[config.mk]
export PLATFORM = sky130hd
export DESIGN_NAME = muldiv_unit
export DESIGN_NICKNAME = d
export VERILOG_FILES = /design/src/muldiv_op_pkg.sv /design/src/muldiv_route_pkg.sv /design/src/div_lane.sv /design/src/issue_dispatch.sv /design/src/muldiv_unit.sv /design/src/mult_pipe.sv /design/src/result_collect.sv /design/src/sync_fifo.sv
export SDC_FILE = /design/constraint.sdc
export NUM_CORES = 2
export LEC_CHECK = 0
export BUFFER_PORTS_ARGS = -buffer_cell sky130_fd_sc_hd__buf_2
export CAP_MARGIN = 0
export CORE_MARGIN = 2
export CORE_UTILIZATION = 30
export CTS_BUF_LIST = sky130_fd_sc_hd__clkbuf_16
export CTS_CLUSTER_SIZE = 24
export DETAILED_ROUTE_END_ITERATION = 16
export HOLD_SLACK_MARGIN = 0.08
export PLACE_DENSITY_LB_ADDON = 0.3
export RECOVER_POWER = 100
export SKIP_CTS_REPAIR_TIMING = 1
export SLEW_MARGIN = 15
export SYNTH_ARGS = -nofsm -noshare
export SYNTH_HDL_FRONTEND = slang
export SYNTH_SLANG_ARGS = --single-unit
[constraint.sdc]
create_clock -name clk -period 43.6 [get_ports clk]
set_input_delay 8.72 -clock clk [delete_from_list [all_inputs] [get_ports clk]]
set_output_delay 8.72 -clock clk [all_outputs]
set_load 0.02 [all_outputs]
[src/muldiv_op_pkg.sv]
`default_nettype none

package muldiv_op_pkg;

    // operation codes, same order as the core's exe field.
    typedef enum logic [1:0] {
        op_mult  = 2'd0,
        op_multu = 2'd1,
        op_div   = 2'd2,
        op_divu  = 2'd3
    } op_e;

    typedef struct packed {
        op_e         op;
        logic [31:0] a;
        logic [31:0] b;
    } md_req_t;

    // multiply gives upper and lower product halves, divide gives remainder and quotient.
    typedef struct packed {
        logic [31:0] hi;
        logic [31:0] lo;
    } md_res_t;

    function automatic logic op_is_div(input op_e op);
        return (op == op_div) || (op == op_divu);
    endfunction

    function automatic logic op_is_signed(input op_e op);
        return (op == op_mult) || (op == op_div);
    endfunction

endpackage

`default_nettype wire

[src/muldiv_route_pkg.sv]
`default_nettype none

package muldiv_route_pkg;

    // upper bound on the number of divider lanes.
    localparam int MAX_LANES = 8;

    // 0 is the multiplier, k+1 is divider lane k.
    typedef logic [3:0] unit_id_t;

    localparam unit_id_t UNIT_MUL = 4'd0;

    // one entry per accepted operation, in issue order.
    typedef struct packed {
        unit_id_t unit;
    } order_entry_t;

endpackage

`default_nettype wire

[src/div_lane.sv]
`timescale 1ns/1ps
`default_nettype none

module div_lane (
    input  logic                    clk,
    input  logic                    rst,
    input  logic                    flush,
    input  logic                    start,
    input  muldiv_op_pkg::md_req_t  req,
    output logic                    idle,
    output logic                    res_valid,
    output muldiv_op_pkg::md_res_t  res,
    input  logic                    res_ready
);

    import muldiv_op_pkg::*;

    typedef enum logic [1:0] {
        st_idle,
        st_busy,
        st_done
    } state_e;

    state_e      state;
    logic [4:0]  step;
    logic [31:0] rem;
    logic [31:0] quo;
    logic [31:0] dvs;
    logic        neg_q;
    logic        neg_r;
    logic        sgn;
    logic        a_neg;
    logic        b_neg;
    logic [32:0] shifted;
    logic [32:0] diff;
    logic        fits;

    assign sgn   = op_is_signed(req.op);
    assign a_neg = sgn & req.a[31];
    assign b_neg = sgn & req.b[31];

    // one restoring step brings in the next dividend bit and tries the subtract.
    assign shifted = {rem, quo[31]};
    assign diff    = shifted - {1'b0, dvs};
    assign fits    = !diff[32];

    always_ff @(posedge clk) begin
        if (rst || flush) begin
            state <= st_idle;
            step  <= '0;
        end else begin
            case (state)
                st_idle: begin
                    if (start) begin
                        state <= st_busy;
                        step  <= '0;
                    end
                end
                st_busy: begin
                    step <= step + 1'b1;
                    if (step == 5'd31) begin
                        state <= st_done;
                    end
                end
                st_done: begin
                    if (res_ready) begin
                        state <= st_idle;
                    end
                end
                default: state <= st_idle;
            endcase
        end
    end

    ////////////////////////////////////////
    // setup on the accept edge, then 32 iterations.
    ////////////////////////////////////////

    always_ff @(posedge clk) begin
        if (state == st_idle && start) begin
            quo   <= a_neg ? -req.a : req.a;
            dvs   <= b_neg ? -req.b : req.b;
            rem   <= '0;
            // a zero divisor leaves all ones in the quotient, so keep its sign.
            neg_q <= (a_neg ^ b_neg) && (req.b != '0);
            neg_r <= a_neg;
        end else if (state == st_busy) begin
            rem <= fits ? diff[31:0] : shifted[31:0];
            quo <= {quo[30:0], fits};
        end
    end

    // remainder follows the dividend sign.
    always_comb begin
        res.hi = neg_r ? -rem : rem;
        res.lo = neg_q ? -quo : quo;
    end

    assign idle      = (state == st_idle);
    assign res_valid = (state == st_done);

    a_start_when_idle: assert property (@(posedge clk) disable iff (rst) start |-> idle);

    a_fixed_latency: assert property (@(posedge clk) disable iff (rst)
        (start && !flush) ##1 (!flush [*32]) |=> res_valid);

endmodule

`default_nettype wire

[src/issue_dispatch.sv]
`timescale 1ns/1ps
`default_nettype none

module issue_dispatch #(
    parameter int NUM_LANES = 4
) (
    input  logic                          in_valid,
    input  muldiv_op_pkg::md_req_t        in_req,
    output logic                          in_ready,
    output logic                          mul_valid,
    input  logic                          mul_ready,
    output logic [NUM_LANES-1:0]          lane_valid,
    input  logic [NUM_LANES-1:0]          lane_idle,
    output muldiv_op_pkg::md_req_t        unit_req,
    output logic                          order_push,
    output muldiv_route_pkg::order_entry_t order_entry,
    input  logic                          order_full,
    input  logic                          flush
);

    import muldiv_op_pkg::*;
    import muldiv_route_pkg::*;

    logic                 is_div;
    logic                 any_idle;
    logic [NUM_LANES-1:0] lane_pick;
    unit_id_t             lane_id;
    logic                 unit_ok;
    logic                 fire;

    assign is_div = op_is_div(in_req.op);

    // priority encoder, lowest idle lane wins.
    always_comb begin
        any_idle  = 1'b0;
        lane_pick = '0;
        lane_id   = UNIT_MUL;
        for (int k = NUM_LANES - 1; k >= 0; k--) begin
            if (lane_idle[k]) begin
                any_idle     = 1'b1;
                lane_pick    = '0;
                lane_pick[k] = 1'b1;
                lane_id      = unit_id_t'(k + 1);
            end
        end
    end

    // the order queue must take the entry in the same cycle.
    assign unit_ok  = is_div ? any_idle : mul_ready;
    assign in_ready = unit_ok && !order_full && !flush;
    assign fire     = in_valid && in_ready;

    assign mul_valid  = fire && !is_div;
    assign lane_valid = (fire && is_div) ? lane_pick : '0;
    assign unit_req   = in_req;

    assign order_push  = fire;
    assign order_entry = '{unit: (is_div ? lane_id : UNIT_MUL)};

endmodule

`default_nettype wire

[src/muldiv_unit.sv]
`timescale 1ns/1ps
`default_nettype none

module muldiv_unit #(
    parameter int NUM_LANES   = 4,
    parameter int ORDER_DEPTH = 8
) (
    input  logic                   clk,
    input  logic                   rst,
    input  logic                   flush,
    input  logic                   in_valid,
    output logic                   in_ready,
    input  muldiv_op_pkg::md_req_t in_req,
    output logic                   out_valid,
    input  logic                   out_ready,
    output muldiv_op_pkg::md_res_t out_res
);

    import muldiv_op_pkg::*;
    import muldiv_route_pkg::*;

    md_req_t              unit_req;
    logic                 mul_valid;
    logic                 mul_ready;
    logic                 mul_res_valid;
    md_res_t              mul_res;
    logic                 mul_res_ready;
    logic [NUM_LANES-1:0] lane_valid;
    logic [NUM_LANES-1:0] lane_idle;
    logic [NUM_LANES-1:0] lane_res_valid;
    logic [NUM_LANES-1:0] lane_res_ready;
    md_res_t              lane_res [NUM_LANES];
    logic                 order_push;
    order_entry_t         order_in;
    order_entry_t         order_head;
    logic                 order_pop;
    logic                 order_full;
    logic                 order_empty;
    logic                 out_push;
    md_res_t              out_data;
    logic                 out_full;
    logic                 out_empty;

    issue_dispatch #(.NUM_LANES(NUM_LANES)) u_dispatch (
        .in_valid(in_valid), .in_req(in_req), .in_ready(in_ready),
        .mul_valid(mul_valid), .mul_ready(mul_ready),
        .lane_valid(lane_valid), .lane_idle(lane_idle), .unit_req(unit_req),
        .order_push(order_push), .order_entry(order_in), .order_full(order_full),
        .flush(rst || flush)
    );

    mult_pipe u_mult (
        .clk(clk), .rst(rst), .flush(flush),
        .in_valid(mul_valid), .in_req(unit_req), .in_ready(mul_ready),
        .res_valid(mul_res_valid), .res(mul_res), .res_ready(mul_res_ready)
    );

    for (genvar k = 0; k < NUM_LANES; k++) begin : g_lane
        div_lane u_lane (
            .clk(clk), .rst(rst), .flush(flush),
            .start(lane_valid[k]), .req(unit_req), .idle(lane_idle[k]),
            .res_valid(lane_res_valid[k]), .res(lane_res[k]), .res_ready(lane_res_ready[k])
        );
    end

    // issue order of every operation in flight.
    sync_fifo #(.payload_t(order_entry_t), .DEPTH(ORDER_DEPTH)) u_order_fifo (
        .clk(clk), .rst(rst), .flush(flush),
        .push(order_push), .push_data(order_in), .pop(order_pop), .pop_data(order_head),
        .full(order_full), .empty(order_empty)
    );

    result_collect #(.NUM_LANES(NUM_LANES), .ORDER_DEPTH(ORDER_DEPTH)) u_collect (
        .clk(clk), .rst(rst), .order_entry(order_head), .order_empty(order_empty),
        .order_pop(order_pop), .mul_res_valid(mul_res_valid), .mul_res(mul_res),
        .mul_res_ready(mul_res_ready), .lane_res_valid(lane_res_valid), .lane_res(lane_res),
        .lane_res_ready(lane_res_ready), .out_push(out_push), .out_data(out_data),
        .out_full(out_full)
    );

    sync_fifo #(.payload_t(md_res_t), .DEPTH(2)) u_out_fifo (
        .clk(clk), .rst(rst), .flush(flush),
        .push(out_push), .push_data(out_data), .pop(out_valid && out_ready), .pop_data(out_res),
        .full(out_full), .empty(out_empty)
    );

    assign out_valid = !out_empty;

    a_lane_count: assert property (@(posedge clk)
        (NUM_LANES >= 1) && (NUM_LANES <= MAX_LANES));

endmodule

`default_nettype wire

[src/mult_pipe.sv]
`timescale 1ns/1ps
`default_nettype none

module mult_pipe (
    input  logic                    clk,
    input  logic                    rst,
    input  logic                    flush,
    input  logic                    in_valid,
    input  muldiv_op_pkg::md_req_t  in_req,
    output logic                    in_ready,
    output logic                    res_valid,
    output muldiv_op_pkg::md_res_t  res,
    input  logic                    res_ready
);

    import muldiv_op_pkg::*;

    logic               advance;
    logic               ext;
    logic               s1_valid;
    logic               s2_valid;
    logic               s3_valid;
    logic signed [32:0] s1_a;
    logic signed [32:0] s1_b;
    logic        [31:0] s2_ll;
    logic signed [33:0] s2_lh;
    logic signed [33:0] s2_hl;
    logic signed [33:0] s2_hh;
    logic        [65:0] sum;
    md_res_t            s3_res;

    // the whole pipe moves only when the last stage can drain.
    assign advance  = !s3_valid || res_ready;
    assign in_ready = advance;
    assign ext      = op_is_signed(in_req.op);

    always_ff @(posedge clk) begin
        if (rst || flush) begin
            s1_valid <= 1'b0;
            s2_valid <= 1'b0;
            s3_valid <= 1'b0;
        end else if (advance) begin
            s1_valid <= in_valid;
            s2_valid <= s1_valid;
            s3_valid <= s2_valid;
        end
    end

    ////////////////////////////////////////
    // datapath.
    ////////////////////////////////////////

    // high halves are 17 bits signed, low halves 16 bits unsigned.
    assign sum = (66'(s2_hh) << 32) + (66'(s2_lh) << 16) + (66'(s2_hl) << 16) + 66'(s2_ll);

    always_ff @(posedge clk) begin
        if (advance) begin
            s1_a   <= {ext & in_req.a[31], in_req.a};
            s1_b   <= {ext & in_req.b[31], in_req.b};
            s2_ll  <= s1_a[15:0] * s1_b[15:0];
            s2_lh  <= $signed(s1_a[32:16]) * $signed({1'b0, s1_b[15:0]});
            s2_hl  <= $signed({1'b0, s1_a[15:0]}) * $signed(s1_b[32:16]);
            s2_hh  <= $signed(s1_a[32:16]) * $signed(s1_b[32:16]);
            s3_res <= sum[63:0];
        end
    end

    assign res_valid = s3_valid;
    assign res       = s3_res;

endmodule

`default_nettype wire

[src/result_collect.sv]
`timescale 1ns/1ps
`default_nettype none

module result_collect #(
    parameter int NUM_LANES   = 4,
    parameter int ORDER_DEPTH = 8
) (
    input  logic                           clk,
    input  logic                           rst,
    input  muldiv_route_pkg::order_entry_t order_entry,
    input  logic                           order_empty,
    output logic                           order_pop,
    input  logic                           mul_res_valid,
    input  muldiv_op_pkg::md_res_t         mul_res,
    output logic                           mul_res_ready,
    input  logic [NUM_LANES-1:0]           lane_res_valid,
    input  muldiv_op_pkg::md_res_t         lane_res [NUM_LANES],
    output logic [NUM_LANES-1:0]           lane_res_ready,
    output logic                           out_push,
    output muldiv_op_pkg::md_res_t         out_data,
    input  logic                           out_full
);

    import muldiv_op_pkg::*;
    import muldiv_route_pkg::*;

    localparam int NU         = NUM_LANES + 1;
    localparam int WAIT_LIMIT = ORDER_DEPTH + 33;
    localparam int WAIT_W     = $clog2(WAIT_LIMIT + 2);

    logic [NU-1:0] unit_valid;
    logic [NU-1:0] unit_ready;
    md_res_t       unit_res [NU];
    unit_id_t      head_id;
    logic          sel_valid;
    md_res_t       sel_res;
    logic          take;

    assign unit_valid = {lane_res_valid, mul_res_valid};
    assign head_id    = order_entry.unit;

    // mux the result of the unit at the order head.
    always_comb begin
        unit_res[0] = mul_res;
        for (int k = 0; k < NUM_LANES; k++) begin
            unit_res[k+1] = lane_res[k];
        end
        sel_valid = 1'b0;
        sel_res   = '0;
        for (int u = 0; u < NU; u++) begin
            if (!order_empty && head_id == unit_id_t'(u)) begin
                sel_valid = unit_valid[u];
                sel_res   = unit_res[u];
            end
        end
    end

    assign take       = sel_valid && !out_full;
    assign out_push   = take;
    assign out_data   = sel_res;
    assign order_pop  = take;
    assign unit_ready = take ? (NU'(1) << head_id) : '0;

    assign mul_res_ready  = unit_ready[0];
    assign lane_res_ready = unit_ready[NU-1:1];

    ////////////////////////////////////////
    // bound on how long a finished unit waits behind the head.
    ////////////////////////////////////////

    for (genvar u = 0; u < NU; u++) begin : g_wait
        logic              at_head;
        logic [WAIT_W-1:0] wait_cnt;

        assign at_head = !order_empty && (head_id == unit_id_t'(u));

        // only cycles without output back-pressure count.
        always_ff @(posedge clk) begin
            if (rst || !unit_valid[u] || at_head) begin
                wait_cnt <= '0;
            end else if (!out_full && wait_cnt != WAIT_W'(WAIT_LIMIT + 1)) begin
                wait_cnt <= wait_cnt + 1'b1;
            end
        end

        a_wait_bound: assert property (@(posedge clk) disable iff (rst)
            wait_cnt <= WAIT_W'(WAIT_LIMIT));
    end

endmodule

`default_nettype wire

[src/sync_fifo.sv]
`timescale 1ns/1ps
`default_nettype none

module sync_fifo #(
    parameter type payload_t = logic [7:0],
    parameter int  DEPTH     = 2
) (
    input  logic     clk,
    input  logic     rst,
    input  logic     flush,
    input  logic     push,
    input  payload_t push_data,
    input  logic     pop,
    output payload_t pop_data,
    output logic     full,
    output logic     empty
);

    localparam int AW = (DEPTH > 1) ? $clog2(DEPTH) : 1;
    localparam int CW = $clog2(DEPTH + 1);

    payload_t      mem [DEPTH];
    logic [AW-1:0] wr_ptr;
    logic [AW-1:0] rd_ptr;
    logic [CW-1:0] count;

    // pointer wrap for depths that are not a power of two.
    function automatic logic [AW-1:0] bump(input logic [AW-1:0] p);
        return (p == AW'(DEPTH - 1)) ? '0 : p + 1'b1;
    endfunction

    assign full     = (count == CW'(DEPTH));
    assign empty    = (count == '0);
    assign pop_data = mem[rd_ptr];

    always_ff @(posedge clk) begin
        if (push) begin
            mem[wr_ptr] <= push_data;
        end
    end

    always_ff @(posedge clk) begin
        if (rst || flush) begin
            wr_ptr <= '0;
            rd_ptr <= '0;
            count  <= '0;
        end else begin
            if (push) begin
                wr_ptr <= bump(wr_ptr);
            end
            if (pop) begin
                rd_ptr <= bump(rd_ptr);
            end
            count <= count + CW'(push) - CW'(pop);
        end
    end

    a_no_overflow: assert property (@(posedge clk) disable iff (rst || flush) push |-> !full);
    a_no_underflow: assert property (@(posedge clk) disable iff (rst || flush) pop |-> !empty);

endmodule

`default_nettype wire

==> qor.yml <==
sta:
  fin_ws_ps: 23500
  fin_setup_tns_ps: 0
  period_share_pct: 46.1
  clock.fmax_mhz: 49.7
  slew_headroom_pct: -192
  finalHoldViolations: 0
  skew_ps: 34.3
  worst_pin_slew_ps: 4380
  fin_crit_ps: 20100
  rsz0062_at_grt: "no"
  hold_slack_ps: 419
  slew_viol_final: 1322
  setup_violations: 0
finish:
  fin_util_pct: 33.0
  area_growth_pct: 9.56
  layout.nets: 10500
  final_cell_mix: "1333 x inv_1, 1018 x nand2_1, 1017 x fa_1, 678 x edfxtp_1, 605 x ha_1"
  stdcell_area_sq_um: 94200
  drive_above_1_share_pct: 4.26
  layout.cells.most_common: "inv_1"
  fin_cells: 12600
place:
  port_buffers: 136
  dpl-instance-area_sq_um: 91000
  post-place-cells: 12400
  dp_slack_ps: 24500
  hpwl_mm: 196
  gp_congestion: 0.922
floorplanning:
  die_w_microns: 539
  core-area_sq_um: 285000
  die_y_microns: 539
  row_count: 196
  dieArea_sq_um: 291000
  initial_core_util_pct: 30.2
  pin_count: 137
synth:
  ys.flop_type: "edfxtp_1"
  synth_nets: 10500
  synth_cells: 8768
  ys_warn_count: 0
  synth_edf_count: 678
  netlist_top_cells_area: "fa_1 24%, edfxtp_1 24%, ha_1 8.8%"
  yosysSeqAreaShare_pct: 27.8
  yosys.area.top_type: "fa_1"
  post_synth_num_cell_types: 82
  yosysTopAreaCellShare_pct: 23.7
  ys_ff_latch: 855
  avgSynthCellArea_sq_um: 9.80
  synthArstFlopShare_pct: 0
  synth.cell_area_sq_um: 85900
global_routing:
  grt_pass1_vias: 64300
  groute.usage.overall_pct: 17.7
  antenna_found_initial: 33
  grt_pass1_wl_mm: 396
  grt_overflow: 0
  grt_max_degree: 81
critical_path:
  r2r_cells: 12
  crit_fanout: 43
  crit_required_ps: 34880
  crit_path_start_kind: "input port"
  crit_path_end_kind: "output port"
  critPathKind: "input port to output port"
  cp_data_arrival_time_ps: 11380
  r2r_slack_ps: 31640
route:
  dr.pass1.iters: 11
  wire_per_inst_microns: 20.5
  drt_iter0_drc: 4415
  routed-via-count: 63100
  wl_mm: 259
  drc: 0
  ant_nets: 0
  avgViaCountPerCell: 5.00
worst_hold_path:
  hold_path.class: "flop to flop"
  whs_path_depth: 0
cts:
  clkTransAtPathRegs_ps: 60
  clk_latency_ps: 760
  cts_buffers: 98
  htree_levels: 3
  clock-sinks: 855
  cts_buffer_depth: 3
  root_buffer: "clkbuf_16"
  cts_tree: "yes"
power:
  p_leak_nw: 41.4
  powerDensity_nw_per_um2: 78.3
  p_int_mw: 3.88
  pwr-share-clk_pct: 12.1
  power_mw: 7.37
  pwr-share-comb_pct: 68.8
  switching_share_pct: 47.4
  seqPwrFrac_pct: 19.1
  irDropWorstVdd_mv: 0.115
  netSwitchingPower_mw: 3.49
job:
  maxCapViolations: 27
run_status:
  violations: "max-capacitance violations, max-slew violations"
  status: "finished, violations left"
==> state kept, by name, indices dropped and copies added, names as in the netlist, 2 cells and up, named ones only <==
name / flops
u_out_fifo.mem: 128
u_mult.s2_hh: 32
u_mult.res: 64
u_out_fifo.count: 2
g_lane.u_lane.rem: 128
g_lane.u_lane.neg_r: 4
g_lane.u_lane.state: 8
u_order_fifo.wr_ptr: 3
u_mult.s1_a: 33
g_lane.u_lane.step: 20
u_mult.s1_b: 33
g_lane.u_lane.quo: 128
u_order_fifo.mem: 24
u_mult.s2_ll: 32
u_mult.s2_hl: 34
u_order_fifo.rd_ptr: 3
u_mult.s2_lh: 34
u_order_fifo.count: 4
g_lane.u_lane.dvs: 128
g_lane.u_lane.neg_q: 4
==> layout make-up <==
class / instances / area, sq um
Clock buffer: 100 / 2500
Clock inverter: 83 / 908
Inverter: 1321 / 4960
Multi-Input combinational cell: 6221 / 55800
Sequential cell: 855 / 23900
Tap cell: 3762 / 4710
Fill cell: 29200 / 191000
Antenna cell: 15 / 37.5
Timing Repair Buffer: 266 / 1390
==> logic make-up (layout without fill, tap and decap cells) <==
family / count (synthesis) / after routing / synth area share [%]
AOI/OAI and AO/OA: 1484 / 1484 / 10.9
xor gates and xnor gates: 576 / 576 / 5.87
adders and majority gates: 1622 / 1622 / 32.5
buffers and inverters: 1692 / 1770 / 7.41
DFF: 855 / 855 / 27.8
muxes: 159 / 159 / 2.04
other: 0 / 15 / 0
and+or+nand+nor: 2380 / 2380 / 13.4
==> Yosys cell counts, types with 28 or more instances <==
master / count
o21ai_0: 499
nand2b_1: 71
o31ai_1: 84
a21oi_1: 318
nor3_1: 60
o41ai_1: 46
or4_1: 39
o22ai_1: 35
or3_1: 42
nand2_1: 1021
nand3_1: 115
mux2_2: 67
mux2i_1: 86
xor2_1: 212
a21o_1: 133
a222oi_1: 28
xnor2_1: 364
nor2_1: 285
inv_1: 1321
o211ai_1: 29
nor2b_1: 61
fa_1: 1017
dfxtp_1: 177
clkbuf_1: 350
a31oi_1: 30
ha_1: 605
o21a_1: 55
edfxtp_1: 678
and2_1: 548
==> power groups by stage <==
stage	Sequential (mW)	Combinational [mW]	Clock [mW]
2_1_floorplan	1.35	3.69	0
3_3_place_gp	1.42	4.99	0
3_5_place_dp	1.42	5.06	0
4_1_cts	1.41	5.10	0.909
5_1_grt	1.42	5.71	0.938
6_report	1.41	5.07	0.889
==> critical path, stage by stage <==
cell      delay (ps)
clkbuf_1         110
or2_0           1800
a221oi_1         240
nor2b_1          310
clkbuf_1         200
==> metal layers <==
| metal | GRT usage, % | up-vias | wire (microns) |
|---|---|---|---|
| li1 | - | 29000 | - |
| met2 | 29.8 | 1845 | 123000 |
| met1 | 23.7 | 31900 | 113000 |
| met5 | 0 | - | 45 |
| met3 | 1.88 | 379 | 14100 |
| met4 | 5.55 | 6 | 8360 |
==> worst paths after layout <==
kind	from	to
max	rst	in_ready
min	u_mult.s2_ll[11]	u_mult.res[11]
max reg2reg	flop	u_mult.s1_b[13]
min reg2reg	u_mult.s2_ll[11]	u_mult.res[11]
(Power assumes the default switching activity.)
